### src/sram_cfg.svh
`ifndef SRAM_CFG_SVH
`define SRAM_CFG_SVH

`define SRAM_BANKS 2
`define SRAM_BANK_W $clog2(`SRAM_BANKS)

`define SRAM_HALF_AW 18
`define SRAM_DW 16
`define SRAM_BANK_LSB 19

`endif

### src/sram_pkg.sv
`include "sram_cfg.svh"

package sram_pkg;

  typedef struct packed {
    logic        valid;
    logic [31:0] addr;
    logic [31:0] wdata;
    logic [3:0]  wstrb; // all zero means a read.
  } mem_req_t;

  typedef struct packed {
    logic        ready;
    logic [31:0] rdata;
  } mem_rsp_t;

  typedef struct packed {
    logic [`SRAM_HALF_AW-1:0] a;
    logic                     lb_n;
    logic                     ub_n;
    logic                     ce_n;
    logic                     oe_n;
    logic                     we_n;
  } sram_pins_t;

  typedef enum logic {
    phase_low,
    phase_high
  } half_phase_e;

  typedef enum logic [1:0] {
    acc_read,
    acc_word,
    acc_half,
    acc_byte
  } access_kind_e;

endpackage

### src/response_merge.sv
`timescale 1ns/1ps
`include "sram_cfg.svh"

module response_merge (
  input  logic                                 clock,
  input  logic                                 reset,
  input  sram_pkg::mem_rsp_t [`SRAM_BANKS-1:0] bank_rsp,
  input  logic [`SRAM_BANK_W-1:0]              sel_bank,
  output sram_pkg::mem_rsp_t                   rsp
);

  sram_pkg::mem_rsp_t sel_rsp;

  assign sel_rsp = bank_rsp[sel_bank];

  always_ff @(posedge clock) begin
    if (reset) begin
      rsp.ready <= 1'b0;
    end else begin
      rsp.ready <= sel_rsp.ready;
    end
  end

  // read data only moves when the selected bank finishes.
  always_ff @(posedge clock) begin
    if (sel_rsp.ready) begin
      rsp.rdata <= sel_rsp.rdata;
    end
  end

  for (genvar i = 0; i < `SRAM_BANKS; i++) begin : g_bank_chk
    a_only_selected_ready : assert property (
      @(posedge clock) disable iff (reset)
      bank_rsp[i].ready |-> (sel_bank == i)
    ) else $error("bank %0d ready while bank %0d is selected", i, sel_bank);
  end

endmodule

### config.mk
export PLATFORM = sky130hd
export DESIGN_NAME = response_merge
export DESIGN_NICKNAME = d
export VERILOG_FILES = /design/src/sram_pkg.sv /design/src/response_merge.sv
export VERILOG_INCLUDE_DIRS = /design/src
export SDC_FILE = /design/constraint.sdc
export NUM_CORES = 1
export LEC_CHECK = 0
export ABC_AREA = 1
export BUFFER_PORTS_ARGS = -buffer_cell sky130_fd_sc_hd__buf_2
export CORE_MARGIN = 1.5
export CORE_UTILIZATION = 37
export DETAILED_ROUTE_END_ITERATION = 8
export GPL_TIMING_DRIVEN = 0
export PLACE_DENSITY = 0.85
export SLEW_MARGIN = 30
export SYNTH_ARGS = -nofsm -noshare
export SYNTH_HDL_FRONTEND = slang
export SYNTH_SLANG_ARGS = --single-unit
### constraint.sdc
create_clock -name clock -period 1.45 [get_ports clock]
set_input_delay 0.0725 -clock clock [delete_from_list [all_inputs] [get_ports clock]]
set_output_delay 0.0725 -clock clock [all_outputs]
set_load 0.03 [all_outputs]
**Yosys cells after proc, flatten, opt, wreduce, memory -nomap -nowiden**

Cells that the tools add are included.

- Bits in registers: 33
- Bits of input ports: 69
- Output and inout bits: 33
- Logic and storage cells: 5

- Magnitude comparators: 1
- Muxes and demuxes: 2

Operators by type and width:

| kind | number |
|---|---|
| 2-to-1 mux 33 bit | 2 |
| less-than comparator 1 x 2 -> 1 bit (second input constant) | 1 |

**Logic depth before layout (Yosys ltp)**

- Depth in word-level cells: 2
- Gate-level depth with buffers: 5
- Mapped depth without buffers: 4

**Least setup slack after synthesis**

No wires, ideal clock.

- Path kind: input to register
- Start point: in sel_bank
- End point: reg rsp[0] (netlist bit), enable pin
- Library setup time: 0.387 ns
- Arrival: 0.964 ns
- Required time: 1.063 ns
- Path slack: 0.099 ns
- Stages on the path: 5
- Path buffers: 1
- Cells stage by stage: buf_6 inv_8 nand2_1 nand2_1 inv_1

RTL lines:

| what | RTL line | text |
|---|---|---|
| from (decl) | response_merge.sv:8 | `` input logic [`SRAM_BANK_W-1:0] sel_bank, `` |
| to (decl) | response_merge.sv:9 | `output sram_pkg::mem_rsp_t rsp` |

==> run_results.csv <==
group,metric,value,unit
drt,first_iter_violations,37,
hold_path,hp-class,"in -> reg",
drt,num_vias,1290,
drt,dr.pass1.iters,4,
timing,hold_viol,0,
timing,setup_violations,0,
timing,slew_headroom,56.3,%
synth,ys_seq_area_share,66.5,%
timing,final_max_slew_viol_count,0,
place,dpl.hpwl,2570,µm
layout,antenna_cells,0,
place,gp_congestion,0.662,
floorplan,dieArea,4370,µm²
floorplan,dieHeight,66.1,µm
setup_path,cp_slowest_stage_delay,490,ps
synth,synth_cell_types,10,
floorplan,rows,22,
layout,final_cells,300,
layout,largest_reg_flops,33,
drt,vias_per_cell,4.30,
layout,largest-register,"rsp",
clocking,h-tree-depth,2,
floorplan,initial_core_util,39.4,%
grt,overflow,0,
setup_path,arrival,860,ps
power_and_ir_drop,vdd_drop_max,0.657,mV
layout,reg.largest.list,"rsp (33)",
grt,grt-busiest-layer,"met2",
timing,tightestPinTransition,654,ps
synth,yosys_warnings,0,
layout,syn_to_final_growth,43.9,%
clocking,clk_pin_slew,60,ps
setup_path,cp-end-kind,"flip-flop",
floorplan,core-area,3740,µm²
power_and_ir_drop,leakage,1.12,nW
grt,grt_pass1_wl,5090,µm
grt,antenna_found_initial,0,
grt,grt_usage,16.2,%
timing,whs,57.2,ps
clocking,cts.sinks,33,
synth,ys_ff_latch,33,
floorplan,die_x,66.1,µm
layout,fin_nets,321,
status,run_status,"completed",
setup_path,required,1360,ps
drt,routed_wl,3320,µm
clocking,cts-root-buf,"clkbuf_8",
grt,use_met3,5.28,%
layout,fin_util,56.7,%
synth,syn-instance-count,144,
timing,rsz0062_at_grt,"no",
grt,grtUsageMet2,29.6,%
floorplan,ios,102,
layout,nFillCells,354,
timing,timing.fmax,1050,MHz
setup_path,cpLargestDelayFamily,"buffers and inverters",
drt,route.detailed.drc,0,
setup_path,cp_max_fo,32,
synth,syn_avg_cell_area,10.2,µm²
setup_path,path_buf_inv,3,
clocking,cts_buffers,5,
timing,tns,0,ps
drt,wl_per_cell,11.1,µm
timing,fin_crit,952,ps
power_and_ir_drop,p_per_area,1140,nW/µm²
layout,drive_above_1_share,49.2,%
place,portBuffers,100,
synth,synth_area,1480,µm²
job,maxCapViolations,0,
clocking,cts_tree,"built",
grt,grt_max_degree,33,
clocking,cts_resized,0,
setup_path,crit_top_cell,"nand2_1",
clocking,clock_path_buffers,2,
setup_path,cp_slowest_cell,"inv_2",
grt,grt_pass1_vias,1217,
setup_path,path_cells,"buf_6 -> inv_8 -> nand2_1 -> nand2_1 -> inv_2",
timing,timing.final.crit_share,65.7,%
setup_path,worst_setup_path_start_kind,"input pin",
grt,use_met1,16.3,%
synth,synth.net_count,213,
place,dpl.cell_count,292,
drt,ant_nets,0,
setup_path,path_class,"in -> reg",
-- placed cells by master, fill, tap and decap left out --
cell,count
clkinv_1,1
buf_4,3
nand2_2,10
inv_1,2
nand2_1,89
inv_8,1
nor2_1,1
clkbuf_8,5
inv_2,1
buf_6,3
edfxtp_1,32
dlygate4sd3_1,1
dfxtp_1,1
buf_8,1
clkbuf_1,1
buf_2,100
-- where the power goes --
| group | total [mW] | switching (mW) | internal (mW) |
|---|---|---|---|
| combinational | 0.590 | 0.397 | 0.193 |
| sequential | 1.21 | 0.0256 | 1.18 |
| clock | 0.617 | 0.294 | 0.323 |
| total | 2.41 | 0.717 | 1.70 |
-- timing repair --
action,4_1_cts,5_1_grt
hold buffers,1,0
setup endpoints to repair,0,0
buffers inserted,0,0
endpoints found under the hold margin,1,0
-- cell type report --
type,instances,area [µm²],area share [%]
clock buffer,6,72.6,3.42
tap,48,60.1,2.83
clock inverter,1,3.75,0.177
buffer,7,71.3,3.36
inverter,4,22.5,1.06
sequential,33,981,46.2
timing repair buffer,101,510,24.1
multi-input combinational,100,400,18.9
-- per-stage QoR --
stage                     instance area [µm²]  setup slack, ps  total power, mW
after floorplan                          1480             99.1             1.60
after global placement                   2040             -172             1.81
after detailed placement                 2040              181             1.83
after CTS                                2120              475             2.44
after global routing                     2120              401             2.55
final                                    2120              498             2.41
-- kinds of logic after synthesis --
logic type | synth area share [%]
buffers and inverters | 6.36
AND/OR/NAND/NOR | 27.1
flip-flops | 66.5
-- synthesized netlist by cell type --
library cell	n	area, µm²
buf_6	3	33.8
inv_8	1	11.3
buf_4	3	22.5
nand2_2	10	62.6
inv_1	3	11.3
buf_8	1	15.0
dfxtp_1	1	20.0
edfxtp_1	32	961
nand2_1	89	334
nor2_1	1	3.75
-- worst paths after layout --
path	startpoint	end	slack, ps	depth (start not counted)
worst max-delay path	sel_bank	rsp[14]	500	5
worst min-delay path	bank_rsp[15]	rsp[15]	60	3
-- routing by layer --
layer | wire [µm] | part of all wire, %
met5 | 0 | 0
met4 | 63 | 1.9
met3 | 230 | 6.9
met2 | 1790 | 54
met1 | 1240 | 37
Power figures use the tool's default switching activity.
