==> src/sram_cfg.svh <==
`ifndef SRAM_CFG_SVH
`define SRAM_CFG_SVH

`define SRAM_BANKS 2
`define SRAM_BANK_W $clog2(`SRAM_BANKS)

`define SRAM_HALF_AW 18
`define SRAM_DW 16
`define SRAM_BANK_LSB 19

`endif

==> src/sram_pkg.sv <==
`include "sram_cfg.svh"

package sram_pkg;

  typedef struct packed {
    logic        valid;
    logic [31:0] addr;
    logic [31:0] wdata;
    logic [3:0]  wstrb; // all zero means a read.
  } mem_req_t;

  typedef struct packed {
    logic        ready;
    logic [31:0] rdata;
  } mem_rsp_t;

  typedef struct packed {
    logic [`SRAM_HALF_AW-1:0] a;
    logic                     lb_n;
    logic                     ub_n;
    logic                     ce_n;
    logic                     oe_n;
    logic                     we_n;
  } sram_pins_t;

  typedef enum logic {
    phase_low,
    phase_high
  } half_phase_e;

  typedef enum logic [1:0] {
    acc_read,
    acc_word,
    acc_half,
    acc_byte
  } access_kind_e;

endpackage

==> src/bank_select.sv <==
`timescale 1ns/1ps
`include "sram_cfg.svh"

module bank_select (
  input  logic                                 clock,
  input  logic                                 reset,
  input  sram_pkg::mem_req_t                   req,
  input  logic                                 rsp_ready,
  output sram_pkg::mem_req_t [`SRAM_BANKS-1:0] bank_req,
  output logic [`SRAM_BANK_W-1:0]              sel_bank
);

  logic [`SRAM_BANK_W-1:0] req_bank;
  logic                    busy;

  assign req_bank = req.addr[`SRAM_BANK_LSB +: `SRAM_BANK_W];

  always_comb begin
    for (int i = 0; i < `SRAM_BANKS; i++) begin
      bank_req[i] = req; // address and data go to every bank.
      bank_req[i].valid = req.valid && (req_bank == i);
    end
  end

  // the pending bank stays selected until the merged response has gone out.
  always_ff @(posedge clock) begin
    if (reset) begin
      busy <= 1'b0;
      sel_bank <= '0;
    end else if (req.valid && !busy) begin
      busy <= 1'b1;
      sel_bank <= req_bank;
    end else if (rsp_ready) begin
      busy <= 1'b0;
    end
  end

  // A new request must wait for the cycle after the host has seen ready.
  a_no_valid_while_busy : assert property (
    @(posedge clock) disable iff (reset)
    req.valid |-> !busy
  ) else $error("request issued while bank %0d is still busy", sel_bank);

  // ready reaches the host only for an access this block has accepted.
  a_ready_only_when_busy : assert property (
    @(posedge clock) disable iff (reset)
    rsp_ready |-> busy
  ) else $error("response ready without an outstanding request");

endmodule

==> config.mk <==
export PLATFORM = sky130hd
export DESIGN_NAME = bank_select
export DESIGN_NICKNAME = d
export VERILOG_FILES = /design/src/sram_pkg.sv /design/src/bank_select.sv
export VERILOG_INCLUDE_DIRS = /design/src
export SDC_FILE = /design/constraint.sdc
export NUM_CORES = 1
export LEC_CHECK = 0
export BUFFER_PORTS_ARGS = -buffer_cell sky130_fd_sc_hd__buf_2
export CAP_MARGIN = 20
export CORE_AREA = 2 2 82 84
export DETAILED_ROUTE_END_ITERATION = 8
export DIE_AREA = 0 0 84 86
export HOLD_SLACK_MARGIN = 0.1
export PLACE_DENSITY_LB_ADDON = 0.1
export SYNTH_ARGS = -nofsm -noshare
export SYNTH_HDL_FRONTEND = slang
export SYNTH_SLANG_ARGS = --single-unit
==> constraint.sdc <==
create_clock -name clock -period 0.8 [get_ports clock]
set_input_delay 0.04 -clock clock [delete_from_list [all_inputs] [get_ports clock]]
set_output_delay 0.04 -clock clock [all_outputs]
set_load 0.02 [all_outputs]
After elaboration in Yosys (flattened, before gate mapping). Index checks and enable logic that the tools add are counted.

Register bits: 2. Input bits: 72. Output and inout bits: 139. Logic and storage cells: 10.

Mux-type cells: 2. Bitwise operators: 1. Reductions and logical operators: 5.

Operator list (number): 1-bit logical AND (3); 1-bit two-way mux (2); 2-bit nonzero test (1); 1-bit zero test (1); 1-bit inverter (1).

Depth between registers and ports, before layout. Gate-level depths: netlist of the first run.

Depth in word-level cells: 3. Depth in mapped cells: 2. Mapped depth without buffers: 2.

Worst setup path after synthesis of the first run. Ideal clock, no wire load.

Path kind: reg-to-reg. Start point: register, netlist name sel_bank. End point: register sel_bank. Setup time: 0.069 ns. Arrival: 0.586 ns. Required time: 0.731 ns. Slack: 0.146 ns. Cell stages (with the launch flop): 3. Buffers on the path: 0. Period minus slack after synthesis: 0.654 ns. Cell sequence: dfxtp_1 -> nand2b_1 -> o21ai_1.

RTL lines: end signal: assignment (RTL line bank_select.sv:32) `sel_bank <= req_bank;`; end: declaration (RTL line bank_select.sv:10) `` output logic [`SRAM_BANK_W-1:0] sel_bank ``.

Final worst setup path of the first run.
Start point: register sel_bank. End point: output port sel_bank.

No word-level cell between the ends.

==> run metrics, run 1 <==
count of nets left with antenna violations after detail routing=0; reg-to-reg slack, setup=~0.14 ns; status=complete, no violations; Mapped Area=1110 um2; endpoint kind of the worst setup timing path=primary output; # resized after CTS=0; pin count of the biggest net entering global routing=6; worst relative slew slack=a little under 90%; WHS Endpoint=busy$_SDFFE_PP0P_; FF+latch count, synth=2; initial antenna violation count=0; DRC violations left=0; worst hold start=rsp_ready; TritonCTS clock tree=yes; Detailed Route WL=1480 um; maximum fanout encountered on the critical timing path=2; highest clock rate=about 1400 MHz; Sinks on Clock Net=2; family with the most delay on the worst path=flip-flops; 1st-pass router iterations=1; type of element launching the critical path=flip-flop; Initial Util=between 10% and 20%; TritonCTS buffer count=3; core area=~6300 um2; number of distinct standard cells referenced by the synthesized netlist=9; peak supply drop=approximately 660 uV; MaxCap Viol Count=0; post-CTS setup buffers=0; data arrival time of the critical path=just under 0.7 ns; hold depth=2; Seq. cell area=around 40 um2; wire length per cell after detailed routing=15.0 um; final weighted congestion in routability-driven placement=0.579; areal power density over the cells=2070 nW/um2; sequential area share after synthesis=around 3.6%; worst min-delay path category=primary input to flip-flop; R2R Path End=busy$_SDFFE_PP0P_; clock-pin slew on the worst setup and hold paths=approximately 0.030 ns; net count after synthesis=between 200 and 250; leakage power=about 0.09 nW; port buffer count=9; final-stage net count=96; half-perimeter wire length after detailed placement=around 1200 um; startpoint of the worst register-to-register path=busy$_SDFFE_PP0P_; Synth warnings=0; Via density=between 2 and 2.5; clock tree root driver cell=clkbuf_8; Die Y=about 86 um; area of the multi-input gates=approximately 53 um2; vias in the first global route=270; longest individual stage delay on the worst path=a little over 0.3 ns; worst-case clock skew=around 0.0048 ns; fillers=approximately 740; utilization after layout=under 10%; top-level I/O count=211; first-pass GRT wire length=1880 um; vias after detailed routing=between 200 and 250; final number of setup-violating endpoints=0; Starting DRT DRC Count=0; H-tree depth=1; Mapped Avg Cell Area=between 7 and 8 um2; slowest stage cell, crit path=dfxtp_1; Clock Path Buffers=2; Sum Neg Setup Slack=0 ns; antenna diode count=0; category of the critical setup timing path=flip-flop to primary output; Critical Path, Cell by Cell=buf_2; clock latency reported for the late side of the worst-skew pair=approximately 0.21 ns; post-route clock period utilization=~91%; GRT Total Usage=under 10%; ratio of cells with drive above 1 in the final layout=between 50% and 60%; horizontal die dimension=84 um; setup repair after global routing missed its margin=no; count of buffer and inverter cells on the critical path=1; area growth from synthesis to final layout=-75.3%; worst r2r path cells=2; final-report hold violation count=0; floorplan row count=29; post-route minimum period=0.727 ns; global-route congestion overflow total=0; count of pins over their slew limit=0; critical path required time=around 0.76 ns; Die ar.=about 7200 um2; Cells after Synth=between 100 and 150; actual transition at the worst max-transition pin=0.189 ns
sequential cells by signal, summed over array words and instances, names as in the netlist:
| name | flops |
|---|---|
| busy | 1 |
| sel_bank | 1 |
worst reg2reg max path, cell delays in order (launching register included):
cell	delay, ns
dfxtp_1	0.35
nor2_1	0.06
a211oi_1	0.17
per-layer routing:
| layer | routed length, um | track usage [%] | up-vias |
|---|---|---|---|
| li1 | - | - | 59 |
| met1 | 220 | 1.32 | 72 |
| met2 | 405 | 3.05 | 57 |
| met3 | 494 | 5.97 | 49 |
| met4 | 363 | 9.38 | 0 |
| met5 | 0 | 0 | - |
per-stage QoR:
stage / area, um2 / hold slack (ns) / setup slack, ns / std cells / power, mW
4_1_cts: 275 / 0.0274 / 0.0643 / 99 / 0.587
5_1_grt: 275 / 0.0370 / 0.0380 / 99 / 0.605
3_3_place_gp: 234 / 0.0802 / 0.145 / 96 / 0.180
6_report: 275 / 0.0253 / 0.0731 / 99 / 0.571
2_1_floorplan: 1110 / 0.118 / 0.146 / 146 / 1.13
3_5_place_dp: 234 / 0.0802 / 0.137 / 96 / 0.179
power breakdown:
part / leakage, nW / switching (mW) / internal, mW / total (mW)
clock: 0.0216 / 0.0766 / 0.318 / 0.394
sequential: 0.0166 / 0.00454 / 0.108 / 0.113
combinational: 0.0537 / 0.0366 / 0.0270 / 0.0636
layout by cell type (no fill, tap or decap):
| master | synthesis | routed |
|---|---|---|
| buf_2 | 0 | 9 |
| clkbuf_8 | 0 | 3 |
| nor2b_1 | 2 | 2 |
| dfxtp_1 | 2 | 2 |
| and2_1 | 1 | 1 |
| nor2_1 | 1 | 1 |
| a211oi_1 | 1 | 1 |
| nand2b_1 | 1 | 1 |
| nand4bb_1 | 1 | 1 |
| o21ai_1 | 1 | 1 |
cells in the mapped netlist:
cell type / instances / area (um2)
and2_1: 1 / 6.26
nand4bb_1: 1 / 11.3
o21ai_1: 1 / 5.00
buf_4: 136 / 1020
nand2b_1: 1 / 6.26
a211oi_1: 1 / 7.51
nor2_1: 1 / 3.75
dfxtp_1: 2 / 40.0
nor2b_1: 2 / 12.5
worst max path at each step:
stage                            endpoint                  start  cells past startpoint  slack (ns)
floorplan           sel_bank$_SDFFE_PP0P_  sel_bank$_SDFFE_PP0P_                      2        0.15
CTS                              sel_bank  sel_bank$_SDFFE_PP0P_                      1        0.06
detailed placement      busy$_SDFFE_PP0P_      busy$_SDFFE_PP0P_                      2        0.14
global placement    sel_bank$_SDFFE_PP0P_      busy$_SDFFE_PP0P_                      2        0.14
finish                           sel_bank  sel_bank$_SDFFE_PP0P_                      1        0.07
global route                     sel_bank  sel_bank$_SDFFE_PP0P_                      1        0.04
final cells by class:
cell class | count | share of cell area, %
well taps | 77 | 35.0
multi-input cells | 8 | 19.1
repair buffers | 9 | 16.4
clock buffers | 3 | 15.0
flip-flops and latches | 2 | 14.5
kinds of logic after synthesis:
group                  synth area share [%]
AOI/OAI and AO/OA                      1.12
DFF                                    3.60
buffers and inverters                  91.7
and+or+nand+nor                        3.60
(Power assumes the default switching activity.)
==> run 2: changes to the inputs <==
CAP_MARGIN = 40   (was 20)
CTS_BUF_LIST = sky130_fd_sc_hd__clkbuf_4   (was default)
clock period = 0.89 ns   (was 0.8 ns; I/O delays follow)
==> run 2 against run 1 <==
Net effect:
- register-to-register slack improved by 0.09 ns
- critical path depth did not move
- clock power fell by 51%
- largest power group is now combinational logic
==> run metrics, run 2 (synthesis gave the netlist of run 1 again) <==
last element of the critical path=bank_req[94]; Sum Neg Setup Slack=0 ns; peak supply drop=495 uV; 1st-pass router iterations=2; count of buffer and inverter cells on the critical path=1; top-level I/O count=around 210; status=complete, no violations; leading cell type in the layout, fill and taps excluded=dlymetal6s4s_1; endpoint kind of the worst setup timing path=primary output; area growth from synthesis to final layout=-22.8%; post-place instance area=234 um2; worst relative slew slack=a little under three quarters; half-perimeter wire length after detailed placement=1210 um; longest individual stage delay on the worst path=0.79 ns; TritonCTS buffer count=3; utilization after layout=about 14%; reg-to-reg slack, setup=about 0.23 ns; MaxCap Viol Count=0; data arrival time of the critical path=0.83 ns; highest clock rate=between 1000 and 1500 MHz; Detailed Route WL=around 1900 um; Sinks on Clock Net=2; type of element launching the critical path=primary input; worst hold start=req[48]; final weighted congestion in routability-driven placement=between 0.5 and 0.6; antenna diode count=0; worst r2r path cells=2; global-route congestion overflow total=0; post-route clock period utilization=between 90 and 100%; first-pass GRT wire length=2130 um; final-report hold violation count=0; hold slack final=0.0890 ns; Placed Instances=96; ratio of cells with drive above 1 in the final layout=between 10% and 20%; count of nets left with antenna violations after detail routing=0; family with the most delay on the worst path=buffers and inverters; TritonCTS clock tree=yes; wire length per cell after detailed routing=between 10 and 15 um; final-stage net count=around 150; setup repair after global routing missed its margin=no; final number of setup-violating endpoints=0; area of the multi-input gates=roughly 53 um2; clock latency reported for the late side of the worst-skew pair=about 0.22 ns; critical path depth=1; Via density=roughly 3; count of pins over their slew limit=0; Die ar.=a little over 7000 um2; CP startpoint=req[25]; Clock Path Buffers=2; H-tree depth=1; Initial Util=17.7%; leading registers by flop count=busy x1, sel_bank x1; floorplan row count=29; horizontal die dimension=approximately 84 um; actual transition at the worst max-transition pin=roughly 0.43 ns; GRT Total Usage=~4%; Starting DRT DRC Count=1; areal power density over the cells=approximately 1100 nW/um2; maximum fanout encountered on the critical timing path=2; Critical Path, Cell by Cell=dlygate4sd3_1; category of the critical setup timing path=primary input to primary output; critical path required time=roughly 0.85 ns; count of non-filler cells in the finished layout=between 150 and 200; R2R Path End=busy$_SDFFE_PP0P_; core area=about 6300 um2; vias in the first global route=about 390; Seq. cell area=between 40 and 50 um2; vias after detailed routing=456; fillers=694; DRC violations left=0; most frequent cells in the layout=dlymetal6s4s_1 (29), dlygate4sd3_1 (24), buf_2 (9), clkbuf_4 (3); DP Worst Slack=around 0.23 ns; worst min-delay path category=primary input to primary output; clock tree root driver cell=clkbuf_4; leakage power=0.563 nW; total chip power=between 0.9 and 1 mW; port buffer count=9; final critical-path setup slack=between 0.01 and 0.015 ns; worst-case clock skew=slightly above 0.003 ns; Die Y=~86 um; slowest stage cell, crit path=dlygate4sd3_1; initial antenna violation count=0; startpoint of the worst register-to-register path=busy$_SDFFE_PP0P_; post-route cell area=around 860 um2; Post-CTS Hold Buffers=53; post-route minimum period=around 0.88 ns; pin count of the biggest net entering global routing=6
run 2: how the worst min path moves through the flow:
stage                        end  slack [ns]  cells past startpoint
2_1_floorplan  busy$_SDFFE_PP0P_        0.12                      1
3_5_place_dp         bank_req[2]        0.09                      0
3_3_place_gp         bank_req[2]        0.09                      0
4_1_cts             bank_req[49]        0.09                      0
6_report           bank_req[117]        0.09                      0
5_1_grt            bank_req[117]        0.09                      0
run 2: power by group:
group | internal (mW) | switching, mW
registers | 0.0971 | 0.00441
logic | 0.203 | 0.419
clock network | 0.148 | 0.0463
total | 0.449 | 0.470
run 2: final cells by class:
class / instances / share of cell area [%]
Clock buffer: 3 / 2.62
Multi-Input combinational cell: 8 / 6.11
Sequential cell: 2 / 4.66
Tap cell: 77 / 11.2
Timing Repair Buffer: 62 / 75.4
run 2: timing repair:
item,CTS,global route
setup buffers,0,0
endpoints found under the hold margin,135,32
setup endpoints to repair,0,58
resized for setup,0,29
run 2: routing by layer:
| layer | wire (um) | global-route usage [%] | vias up |
|---|---|---|---|
| li1 | - | - | 167 |
| met1 | 325 | 2.40 | 173 |
| met2 | 814 | 5.09 | 91 |
| met3 | 495 | 4.62 | 25 |
| met4 | 267 | 5.72 | 0 |
| met5 | 0 | 0 | - |
